$ cat config.mk
export PLATFORM = sky130hd
export DESIGN_NAME = host_if_top
export DESIGN_NICKNAME = d
export VERILOG_FILES = /design/src/hw/host_if_pkg.sv /design/src/hw/host_cmd_decode.sv /design/src/hw/host_bus_access.sv /design/src/hw/host_resp_buffer.sv /design/src/hw/host_uart_sender.sv /design/src/hw/host_if_top.sv
export VERILOG_INCLUDE_DIRS = /design/src /design/src/hw
export SDC_FILE = /design/constraint.sdc
export NUM_CORES = 1
export LEC_CHECK = 0
export ABC_AREA = 1
export BUFFER_PORTS_ARGS = -buffer_cell sky130_fd_sc_hd__buf_2
export CAP_MARGIN = 20
export CORE_MARGIN = 5
export CORE_UTILIZATION = 48
export DETAILED_ROUTE_END_ITERATION = 6
export GPL_TIMING_DRIVEN = 0
export PLACE_DENSITY = 0.83
export SLEW_MARGIN = 20
export SYNTH_ARGS = -nofsm -noshare
export SYNTH_HDL_FRONTEND = slang
export SYNTH_SLANG_ARGS = --single-unit
$ cat constraint.sdc
create_clock -name CLK -period 2.6 [get_ports CLK]
set_clock_uncertainty 0.1 [all_clocks]
set_input_delay 0.13 -clock CLK [delete_from_list [all_inputs] [get_ports CLK]]
set_output_delay 0.13 -clock CLK [all_outputs]
set_load 0.02 [all_outputs]
$ cat src/hw/host_if_consts.svh
// --------------------
// Host interface constants
// Widths, sizes, read latency and character codes
// --------------------

`ifndef HOST_IF_CONSTS_SVH
`define HOST_IF_CONSTS_SVH

// Internal bus
`define HOST_ADDR_W         16
`define HOST_DATA_W         8

// Line and reply capacity in bytes
`define HOST_LINE_BYTES     16
`define HOST_RESP_BYTES     6

// Cycles of read enable before the read byte is valid
`define HOST_RD_LATENCY     4

// Control register written by stop and start
`define HOST_CTRL_ADDR      16'h0000

`define HOST_CHAR_LF        8'h0A

`endif

$ cat src/hw/host_if_pkg.sv
// --------------------
// Host interface types
// --------------------

`default_nettype none

`include "host_if_consts.svh"

package host_if_pkg;

    // One character or one bus data byte
    typedef logic [`HOST_DATA_W-1:0] byte_t;

    typedef logic [`HOST_ADDR_W-1:0] addr_t;

    // Received line, first character in the lowest byte
    typedef logic [`HOST_LINE_BYTES*`HOST_DATA_W-1:0] line_t;

    // Reply message, byte 0 goes out first, a zero byte ends it
    typedef logic [`HOST_RESP_BYTES*`HOST_DATA_W-1:0] resp_msg_t;

    // Decoded command
    typedef enum logic [2:0] {
        CMD_WRITE,
        CMD_READ,
        CMD_STOP,
        CMD_START,
        CMD_BAD
    } cmd_kind_e;

endpackage

`default_nettype wire

$ cat src/hw/host_cmd_decode.sv
// --------------------
// Host command decoder
// Parses a received text line into a command, address and data
// --------------------

`timescale 1ns/1ps
`default_nettype none

`include "host_if_consts.svh"

module host_cmd_decode
    import host_if_pkg::*;
(
    input  wire         CLK,
    input  wire         RST_N,
    input  wire         line_valid,
    input  wire  line_t line_data,
    output logic        cmd_valid,
    output cmd_kind_e   cmd_kind,
    output addr_t       cmd_addr,
    output byte_t       cmd_data
);

    logic                       lv_q;
    logic                       rise_q;
    byte_t                      ch [`HOST_LINE_BYTES];
    logic [3*`HOST_DATA_W-1:0]  kw3;
    logic [4*`HOST_DATA_W-1:0]  kw4;
    logic [5*`HOST_DATA_W-1:0]  kw5;
    logic [4:0]                 addr_dig [4];
    logic [4:0]                 data_dig [2];
    logic                       addr_ok;
    logic                       data_ok;
    addr_t                      addr_val;
    byte_t                      data_val;
    cmd_kind_e                  kind;

    // Returns {ok, nibble} for one ASCII hex digit
    function automatic logic [4:0] hex_digit(input byte_t c);
        logic [4:0] r;
        if ((c >= "0") && (c <= "9")) begin
            r = {1'b1, c[3:0]};
        end else if (((c >= "a") && (c <= "f")) || ((c >= "A") && (c <= "F"))) begin
            // Low nibble of a..f and A..F is 1..6
            r = {1'b1, c[3:0] + 4'd9};
        end else begin
            r = 5'b0;
        end
        return r;
    endfunction

    always_comb begin
        for (int i = 0; i < `HOST_LINE_BYTES; i++) begin
            ch[i] = line_data[i*`HOST_DATA_W +: `HOST_DATA_W];
        end
    end

    // Keyword bytes, first character in the top byte
    assign kw3 = {ch[0], ch[1], ch[2]};
    assign kw4 = {kw3, ch[3]};
    assign kw5 = {kw4, ch[4]};

    // --------------------
    // Hex fields
    // --------------------
    always_comb begin
        for (int i = 0; i < 4; i++) begin
            addr_dig[i] = hex_digit(ch[3+i]);
        end
        for (int i = 0; i < 2; i++) begin
            data_dig[i] = hex_digit(ch[8+i]);
        end
    end

    assign addr_ok  = addr_dig[0][4] & addr_dig[1][4] & addr_dig[2][4] & addr_dig[3][4];
    assign data_ok  = data_dig[0][4] & data_dig[1][4];
    assign addr_val = {addr_dig[0][3:0], addr_dig[1][3:0], addr_dig[2][3:0], addr_dig[3][3:0]};
    assign data_val = {data_dig[0][3:0], data_dig[1][3:0]};

    // --------------------
    // Command kind
    // --------------------
    always_comb begin
        if ((kw4 == "stop") || (kw4 == "STOP")) begin
            kind = CMD_STOP;
        end else if ((kw5 == "start") || (kw5 == "START")) begin
            kind = CMD_START;
        end else if (((kw3 == "rd ") || (kw3 == "RD ")) &&
                     (ch[7] == `HOST_CHAR_LF) && addr_ok) begin
            kind = CMD_READ;
        end else if (((kw3 == "wr ") || (kw3 == "WR ")) && (ch[7] == " ") &&
                     (ch[10] == `HOST_CHAR_LF) && addr_ok && data_ok) begin
            kind = CMD_WRITE;
        end else begin
            kind = CMD_BAD;
        end
    end

    // Edge detect, then one more stage for the registered result
    always_ff @(posedge CLK or negedge RST_N) begin
        if (!RST_N) begin
            lv_q      <= 1'b0;
            rise_q    <= 1'b0;
            cmd_valid <= 1'b0;
        end else begin
            lv_q      <= line_valid;
            rise_q    <= line_valid & ~lv_q;
            cmd_valid <= rise_q;
        end
    end

    always_ff @(posedge CLK) begin
        if (rise_q) begin
            cmd_kind <= kind;
            cmd_addr <= addr_val;
            cmd_data <= data_val;
        end
    end

endmodule

`default_nettype wire

$ cat src/hw/host_bus_access.sv
// --------------------
// Host bus sequencer
// Runs the bus access of a command and builds the reply
// --------------------

`timescale 1ns/1ps
`default_nettype none

`include "host_if_consts.svh"

module host_bus_access
    import host_if_pkg::*;
(
    input  wire             CLK,
    input  wire             RST_N,
    input  wire             cmd_valid,
    input  wire  cmd_kind_e cmd_kind,
    input  wire  addr_t     cmd_addr,
    input  wire  byte_t     cmd_data,
    output addr_t           bus_addr,
    output logic            bus_we,
    output logic            bus_re,
    output byte_t           bus_wdata,
    input  wire  byte_t     bus_rdata,
    output logic            msg_load,
    output resp_msg_t       msg,
    input  wire             msg_done
);

    localparam int CNT_W = $clog2(`HOST_RD_LATENCY + 1);

    // Replies with the first character in the lowest byte
    localparam resp_msg_t MSG_OK   = {8'h00, 8'h00, 8'h00, `HOST_CHAR_LF, "K", "O"};
    localparam resp_msg_t MSG_NG   = {8'h00, 8'h00, 8'h00, `HOST_CHAR_LF, "G", "N"};
    localparam resp_msg_t MSG_NONE = '0;

    typedef enum logic [2:0] {
        ST_IDLE,
        ST_WRITE,
        ST_READ_WAIT,
        ST_LOAD,
        ST_WAIT_DONE
    } state_e;

    state_e             state;
    logic [CNT_W-1:0]   lat_cnt;
    logic               rd_last;
    resp_msg_t          rd_msg;

    // Upper-case ASCII hex character
    function automatic byte_t hex_char(input logic [3:0] n);
        byte_t c;
        if (n < 4'd10) begin
            c = {4'h3, n};
        end else begin
            c = 8'h37 + {4'h0, n};
        end
        return c;
    endfunction

    assign rd_last = (state == ST_READ_WAIT) && (lat_cnt == '0);
    assign rd_msg  = {`HOST_CHAR_LF, hex_char(bus_rdata[3:0]), hex_char(bus_rdata[7:4]),
                      `HOST_CHAR_LF, "K", "O"};

    // Strobes decoded from the state
    assign bus_we   = (state == ST_WRITE);
    assign bus_re   = (state == ST_READ_WAIT);
    assign msg_load = (state == ST_LOAD);

    always_ff @(posedge CLK or negedge RST_N) begin
        if (!RST_N) begin
            state   <= ST_IDLE;
            lat_cnt <= '0;
        end else begin
            case (state)
                ST_IDLE: begin
                    if (cmd_valid) begin
                        case (cmd_kind)
                            CMD_READ: begin
                                state   <= ST_READ_WAIT;
                                lat_cnt <= CNT_W'(`HOST_RD_LATENCY - 1);
                            end
                            CMD_BAD: begin
                                state <= ST_LOAD;
                            end
                            default: begin
                                state <= ST_WRITE;
                            end
                        endcase
                    end
                end
                ST_WRITE: begin
                    state <= ST_LOAD;
                end
                ST_READ_WAIT: begin
                    if (lat_cnt == '0) begin
                        state <= ST_LOAD;
                    end else begin
                        lat_cnt <= lat_cnt - 1'b1;
                    end
                end
                ST_LOAD: begin
                    state <= ST_WAIT_DONE;
                end
                ST_WAIT_DONE: begin
                    if (msg_done) begin
                        state <= ST_IDLE;
                    end
                end
                default: begin
                    state <= ST_IDLE;
                end
            endcase
        end
    end

    // --------------------
    // Address, data and reply
    // --------------------
    always_ff @(posedge CLK) begin
        if ((state == ST_IDLE) && cmd_valid) begin
            case (cmd_kind)
                CMD_WRITE: begin
                    bus_addr  <= cmd_addr;
                    bus_wdata <= cmd_data;
                    msg       <= MSG_OK;
                end
                CMD_READ: begin
                    bus_addr <= cmd_addr;
                end
                CMD_STOP: begin
                    bus_addr  <= `HOST_CTRL_ADDR;
                    bus_wdata <= 8'h01;
                    msg       <= MSG_OK;
                end
                CMD_START: begin
                    bus_addr  <= `HOST_CTRL_ADDR;
                    bus_wdata <= 8'h00;
                    msg       <= MSG_NONE;
                end
                default: begin
                    msg <= MSG_NG;
                end
            endcase
        end else if (rd_last) begin
            // Read byte taken on the last enable cycle
            msg <= rd_msg;
        end
    end

endmodule

`default_nettype wire

$ cat src/hw/host_resp_buffer.sv
// --------------------
// Reply byte holder
// Releases the reply one byte at a time and flags its end
// --------------------

`timescale 1ns/1ps
`default_nettype none

`include "host_if_consts.svh"

module host_resp_buffer
    import host_if_pkg::*;
(
    input  wire             CLK,
    input  wire             RST_N,
    input  wire             msg_load,
    input  wire  resp_msg_t msg,
    input  wire             byte_taken,
    output logic            byte_valid,
    output byte_t           byte_data,
    output logic            msg_done
);

    resp_msg_t  msg_q;
    logic       pending;

    // Head byte goes out next
    assign byte_data  = msg_q[`HOST_DATA_W-1:0];
    assign byte_valid = (byte_data != '0);

    always_ff @(posedge CLK or negedge RST_N) begin
        if (!RST_N) begin
            msg_q    <= '0;
            pending  <= 1'b0;
            msg_done <= 1'b0;
        end else begin
            msg_done <= 1'b0;
            if (msg_load) begin
                msg_q   <= msg;
                pending <= 1'b1;
            end else begin
                // Zeros fill in from the top
                if (byte_taken) begin
                    msg_q <= msg_q >> `HOST_DATA_W;
                end
                // Loaded message fully handed over
                if (pending && !byte_valid) begin
                    msg_done <= 1'b1;
                    pending  <= 1'b0;
                end
            end
        end
    end

endmodule

`default_nettype wire

$ cat src/hw/host_uart_sender.sv
// --------------------
// UART byte sender
// Hands reply bytes to the UART paced by its busy level
// --------------------

`timescale 1ns/1ps
`default_nettype none

module host_uart_sender
    import host_if_pkg::*;
(
    input  wire         CLK,
    input  wire         RST_N,
    input  wire         byte_valid,
    input  wire  byte_t byte_data,
    output logic        byte_taken,
    input  wire         tx_busy,
    output logic        tx_de,
    output byte_t       tx_data
);

    typedef enum logic [1:0] {
        ST_IDLE,
        ST_WAIT_BUSY,
        ST_WAIT_READY
    } state_e;

    state_e state;
    logic   take;

    assign take = (state == ST_IDLE) && byte_valid;

    always_ff @(posedge CLK or negedge RST_N) begin
        if (!RST_N) begin
            state      <= ST_IDLE;
            tx_de      <= 1'b0;
            byte_taken <= 1'b0;
        end else begin
            byte_taken <= 1'b0;
            case (state)
                ST_IDLE: begin
                    if (byte_valid) begin
                        tx_de      <= 1'b1;
                        byte_taken <= 1'b1;
                        state      <= ST_WAIT_BUSY;
                    end
                end
                // Hold the byte until the UART accepts it
                ST_WAIT_BUSY: begin
                    if (tx_busy) begin
                        tx_de <= 1'b0;
                        state <= ST_WAIT_READY;
                    end
                end
                ST_WAIT_READY: begin
                    if (!tx_busy) begin
                        state <= ST_IDLE;
                    end
                end
                default: begin
                    tx_de <= 1'b0;
                    state <= ST_IDLE;
                end
            endcase
        end
    end

    always_ff @(posedge CLK) begin
        if (take) begin
            tx_data <= byte_data;
        end
    end

endmodule

`default_nettype wire

$ cat src/hw/host_if_top.sv
// --------------------
// Host command interface top
// --------------------

`timescale 1ns/1ps
`default_nettype none

module host_if_top
    import host_if_pkg::*;
(
    input  wire         CLK,
    input  wire         RST_N,
    // Receive buffer
    input  wire         line_valid,
    input  wire  line_t line_data,
    output logic        line_clr,
    // Internal bus
    output addr_t       bus_addr,
    output logic        bus_we,
    output logic        bus_re,
    output byte_t       bus_wdata,
    input  wire  byte_t bus_rdata,
    // UART transmitter
    input  wire         tx_busy,
    output logic        tx_de,
    output byte_t       tx_data
);

    logic       cmd_valid;
    cmd_kind_e  cmd_kind;
    addr_t      cmd_addr;
    byte_t      cmd_data;
    logic       msg_load;
    resp_msg_t  msg;
    logic       byte_valid;
    byte_t      byte_data;
    logic       byte_taken;

    host_cmd_decode u_host_cmd_decode (
        .CLK        (CLK),
        .RST_N      (RST_N),
        .line_valid (line_valid),
        .line_data  (line_data),
        .cmd_valid  (cmd_valid),
        .cmd_kind   (cmd_kind),
        .cmd_addr   (cmd_addr),
        .cmd_data   (cmd_data)
    );

    host_bus_access u_host_bus_access (
        .CLK        (CLK),
        .RST_N      (RST_N),
        .cmd_valid  (cmd_valid),
        .cmd_kind   (cmd_kind),
        .cmd_addr   (cmd_addr),
        .cmd_data   (cmd_data),
        .bus_addr   (bus_addr),
        .bus_we     (bus_we),
        .bus_re     (bus_re),
        .bus_wdata  (bus_wdata),
        .bus_rdata  (bus_rdata),
        .msg_load   (msg_load),
        .msg        (msg),
        .msg_done   (line_clr)
    );

    // End of reply also clears the receive buffer
    host_resp_buffer u_host_resp_buffer (
        .CLK        (CLK),
        .RST_N      (RST_N),
        .msg_load   (msg_load),
        .msg        (msg),
        .byte_taken (byte_taken),
        .byte_valid (byte_valid),
        .byte_data  (byte_data),
        .msg_done   (line_clr)
    );

    host_uart_sender u_host_uart_sender (
        .CLK        (CLK),
        .RST_N      (RST_N),
        .byte_valid (byte_valid),
        .byte_data  (byte_data),
        .byte_taken (byte_taken),
        .tx_busy    (tx_busy),
        .tx_de      (tx_de),
        .tx_data    (tx_data)
    );

endmodule

`default_nettype wire

==> flow_metrics.env <==
export IMPL_slew_viol_final=0
export IMPL_required_ps=2530
export IMPL_cp_buffers_inverters=2
export IMPL_dp_cells=1076
export IMPL_hp_class="primary input to flip-flop"
export IMPL_synth_edff_count=76
export IMPL_whs_ps=18.3
export IMPL_dp_hpwl_um=10700
export IMPL_areaGrowthSynthToFinish_pct=25.3
export IMPL_synth_avg_cell_area_um2=8.74
export IMPL_reg2reg_to="u_host_bus_access.bus_addr[5]"
export IMPL_fmaxAchievable_mhz=435
export IMPL_drc=0
export IMPL_overflow=0
export IMPL_num_antenna_cells=0
export IMPL_io_pins=176
export IMPL_wl_um=14400
export IMPL_place_congestion=0.850
export IMPL_cts_tree="done"
export IMPL_synth_distinct_cells=40
export IMPL_r2r_start="u_host_bus_access.state[0]"
export IMPL_cpMaxStageDelayCell="nor2_2"
export IMPL_layout_common_cells="145 x inv_1, 139 x buf_2, 135 x nand2_1"
export IMPL_cts_resized=0
export IMPL_grt_setup_unrepaired="no"
export IMPL_final_setup_viol_count=0
export IMPL_crit_chain="nor2_1 -> nand2_1 -> nor2_4 -> inv_2 -> buf_4 -> nor2_2"
export IMPL_reg2reg_depth=6
export IMPL_drive_above_1_share_pct=21.4
export IMPL_die_w_um=128
export IMPL_grtUsageTotal_pct=18.3
export IMPL_vias=5382
export IMPL_rrSetupSlack_ps=300
export IMPL_maxCapViolCount=0
export IMPL_status="completed"
export IMPL_p_leak_nw=4.12
export IMPL_tightestPinTransition_ps=836
export IMPL_fp_coreArea_um2=13700
export IMPL_drt_iter0_markers=251
export IMPL_crit_family="simple AND/OR/NAND/NOR gates"
export IMPL_yosysSeqAreaShare_pct=53.5
export IMPL_cts_sinks=127
export IMPL_async_reset_ff_share_pct=40.2
export IMPL_synth_nets=929
export IMPL_nNetsFinal=1093
export IMPL_synth_area_um2=6650
export IMPL_power_density_nw_per_um2=885
export IMPL_root_buffer="clkbuf_16"
export IMPL_clk_pin_slew_ps=60
export IMPL_critPathKind="flip-flop to flip-flop"
export IMPL_wl_per_cell_um=12.9
export IMPL_grt_max_degree=52
export IMPL_fin_crit_ps=2300
export IMPL_final_common_cell="inv_1"
export IMPL_htree_levels=4
export IMPL_fp_dieArea_um2=16300
export IMPL_clk_latency_ps=400
export IMPL_fin_crit_sh_pct=88.5
export IMPL_crit_path_end_kind="flip-flop"
export IMPL_slew_headroom_pct=44.2
export IMPL_antenna_found_initial=0
export IMPL_numCtsBuffers=17
export IMPL_arrival_ps=2230
export IMPL_portBuffers=134
export IMPL_fp_row_count=43
export IMPL_syn_inst=761
export IMPL_die_h_um=128
export IMPL_holdPathEnd="u_host_cmd_decode.cmd_addr[2]"
export IMPL_min_path_cells=3
export IMPL_ys_flop_type="edfxtp_1"
export IMPL_ant_nets=0
export IMPL_grt_first_pass_wirelength_um=24200
export IMPL_start_util_pct=48.5
export IMPL_avgViaCountPerCell=4.81
export IMPL_stdcell_count=1118
export IMPL_final_hold_violation_count=0
export IMPL_clockBufferDepth=2
export IMPL_setup_tns_ps=0
export IMPL_yosysWarnings=0
export IMPL_grt_pass1_vias=5469
export IMPL_critPathMaxStageDelay_ps=620
export IMPL_ir_drop_mv=0.578
export IMPL_worst_path_max_fanout=16
export IMPL_drt_first_pass_iters=4
export IMPL_critPathLaunchType="flip-flop"
export IMPL_hold_start="line_data[50]"
export IMPL_ys_ff_latch=127
[routing by layer]
metal	vias up	global-route usage [%]	wire [µm]
met3	37	4.33	741
li1	2783	-	-
met4	0	7.87	419
met1	2404	21.0	5930
met2	158	32.7	7280
met5	-	0	0
[worst reg2reg max path: stages (launching register included)]
cell and delay [ps]:
dfrtp_1 410, nor2_1 150, nand2_1 160, nor2_4 220, inv_2 80, buf_4 180, nor2_2 620
[cells in the mapped netlist, types with 6 or more instances]
| library cell | instances | area share (%) |
|---|---|---|
| a21oi_1 | 48 | 3.6 |
| nand3_2 | 6 | 0.90 |
| inv_1 | 145 | 8.2 |
| nor3_1 | 9 | 0.68 |
| nand2_1 | 135 | 7.6 |
| a21boi_1 | 6 | 0.68 |
| o21ai_0 | 42 | 3.2 |
| edfxtp_1 | 76 | 34 |
| nand4_1 | 8 | 0.75 |
| o22ai_1 | 7 | 0.66 |
| nand3b_1 | 8 | 0.90 |
| ha_1 | 28 | 5.3 |
| buf_2 | 6 | 0.45 |
| nand3_1 | 26 | 2.0 |
| nor2_1 | 109 | 6.2 |
| o21ai_1 | 7 | 0.53 |
| dfrtp_1 | 51 | 19 |
[state kept, by name, summed over array words and instances (netlist names)]
signal and count:
u_host_bus_access.msg 18, u_host_bus_access.bus_addr 16, u_host_uart_sender.tx_de 1, u_host_resp_buffer.msg_done 1, u_host_uart_sender.state 2, u_host_bus_access.bus_wdata 8, u_host_bus_access.state 3, u_host_bus_access.lat_cnt 3
u_host_cmd_decode.cmd_addr 16, u_host_cmd_decode.cmd_kind 3, u_host_cmd_decode.rise_q 1, u_host_uart_sender.tx_data 7, u_host_cmd_decode.cmd_valid 1, u_host_resp_buffer.pending 1, u_host_resp_buffer.msg_q 36, u_host_cmd_decode.cmd_data 8
u_host_cmd_decode.lv_q 1, u_host_uart_sender.byte_taken 1
[metrics by stage]
step | power (W) | utilization (%) | worst slack [ps] | cell area [µm²]
detailed placement | 0.00486 | 55.3 | 303 | 7580
global placement | 0.00475 | 55.1 | 0.604 | 7550
finish | 0.00737 | 60.7 | 299 | 8330
global route | 0.00781 | 60.7 | 151 | 8330
floorplan | 0.00427 | - | 298 | 6660
CTS | 0.00741 | 60.7 | 260 | 8330
[report_power, final]
| part | leakage, nW | internal, W | switching [W] |
|---|---|---|---|
| sequential | 1.31 | 0.00272 | 0.000262 |
| clock | 0.315 | 0.00164 | 0.000860 |
| combinational | 2.50 | 0.000663 | 0.00123 |
| total | 4.12 | 0.00502 | 0.00235 |
[layout make-up]
| cell class | count | area, µm² |
|---|---|---|
| fill | 1192 | 5390 |
| sequential | 127 | 3560 |
| multi-input combinational | 468 | 2440 |
| timing repair buffer | 145 | 788 |
| inverter | 152 | 573 |
| clock buffer | 22 | 528 |
| tap | 180 | 225 |
| clock inverter | 10 | 118 |
| buffer | 14 | 97.6 |
[repair_timing]
action,in CTS,in global routing
endpoints found under the hold margin,63,0
setup buffers,0,0
hold buffers,10,0
setup endpoints to repair,0,0
[cells by family (layout without fill, tap and decap cells)]
family | count (synthesis) | count (layout) | synth area share [%]
AO/OA/AOI/OAI | 123 | 123 | 10.2
adder cells (fa/ha/maj) | 28 | 28 | 5.27
buffers and inverters | 166 | 343 | 10.1
flip-flops | 127 | 127 | 53.5
other | 1 | 1 | 0.0564
AND/OR/NAND/NOR | 316 | 316 | 20.9
[worst max path at each step]
stage | start | slack (ps) | depth (start not counted) | end
3_3_place_gp | u_host_bus_access.state[0] | 0.6 | 6 | u_host_bus_access.bus_addr[4]
4_1_cts | u_host_bus_access.state[0] | 260 | 6 | u_host_bus_access.bus_addr[5]
2_1_floorplan | u_host_bus_access.state[2] | 300 | 3 | u_host_bus_access.msg[10]
5_1_grt | u_host_bus_access.state[0] | 150 | 6 | u_host_bus_access.bus_addr[6]
6_report | u_host_bus_access.state[0] | 300 | 6 | u_host_bus_access.bus_addr[5]
3_5_place_dp | u_host_bus_access.state[0] | 300 | 6 | u_host_bus_access.bus_addr[4]
(Power assumes the default switching activity.)
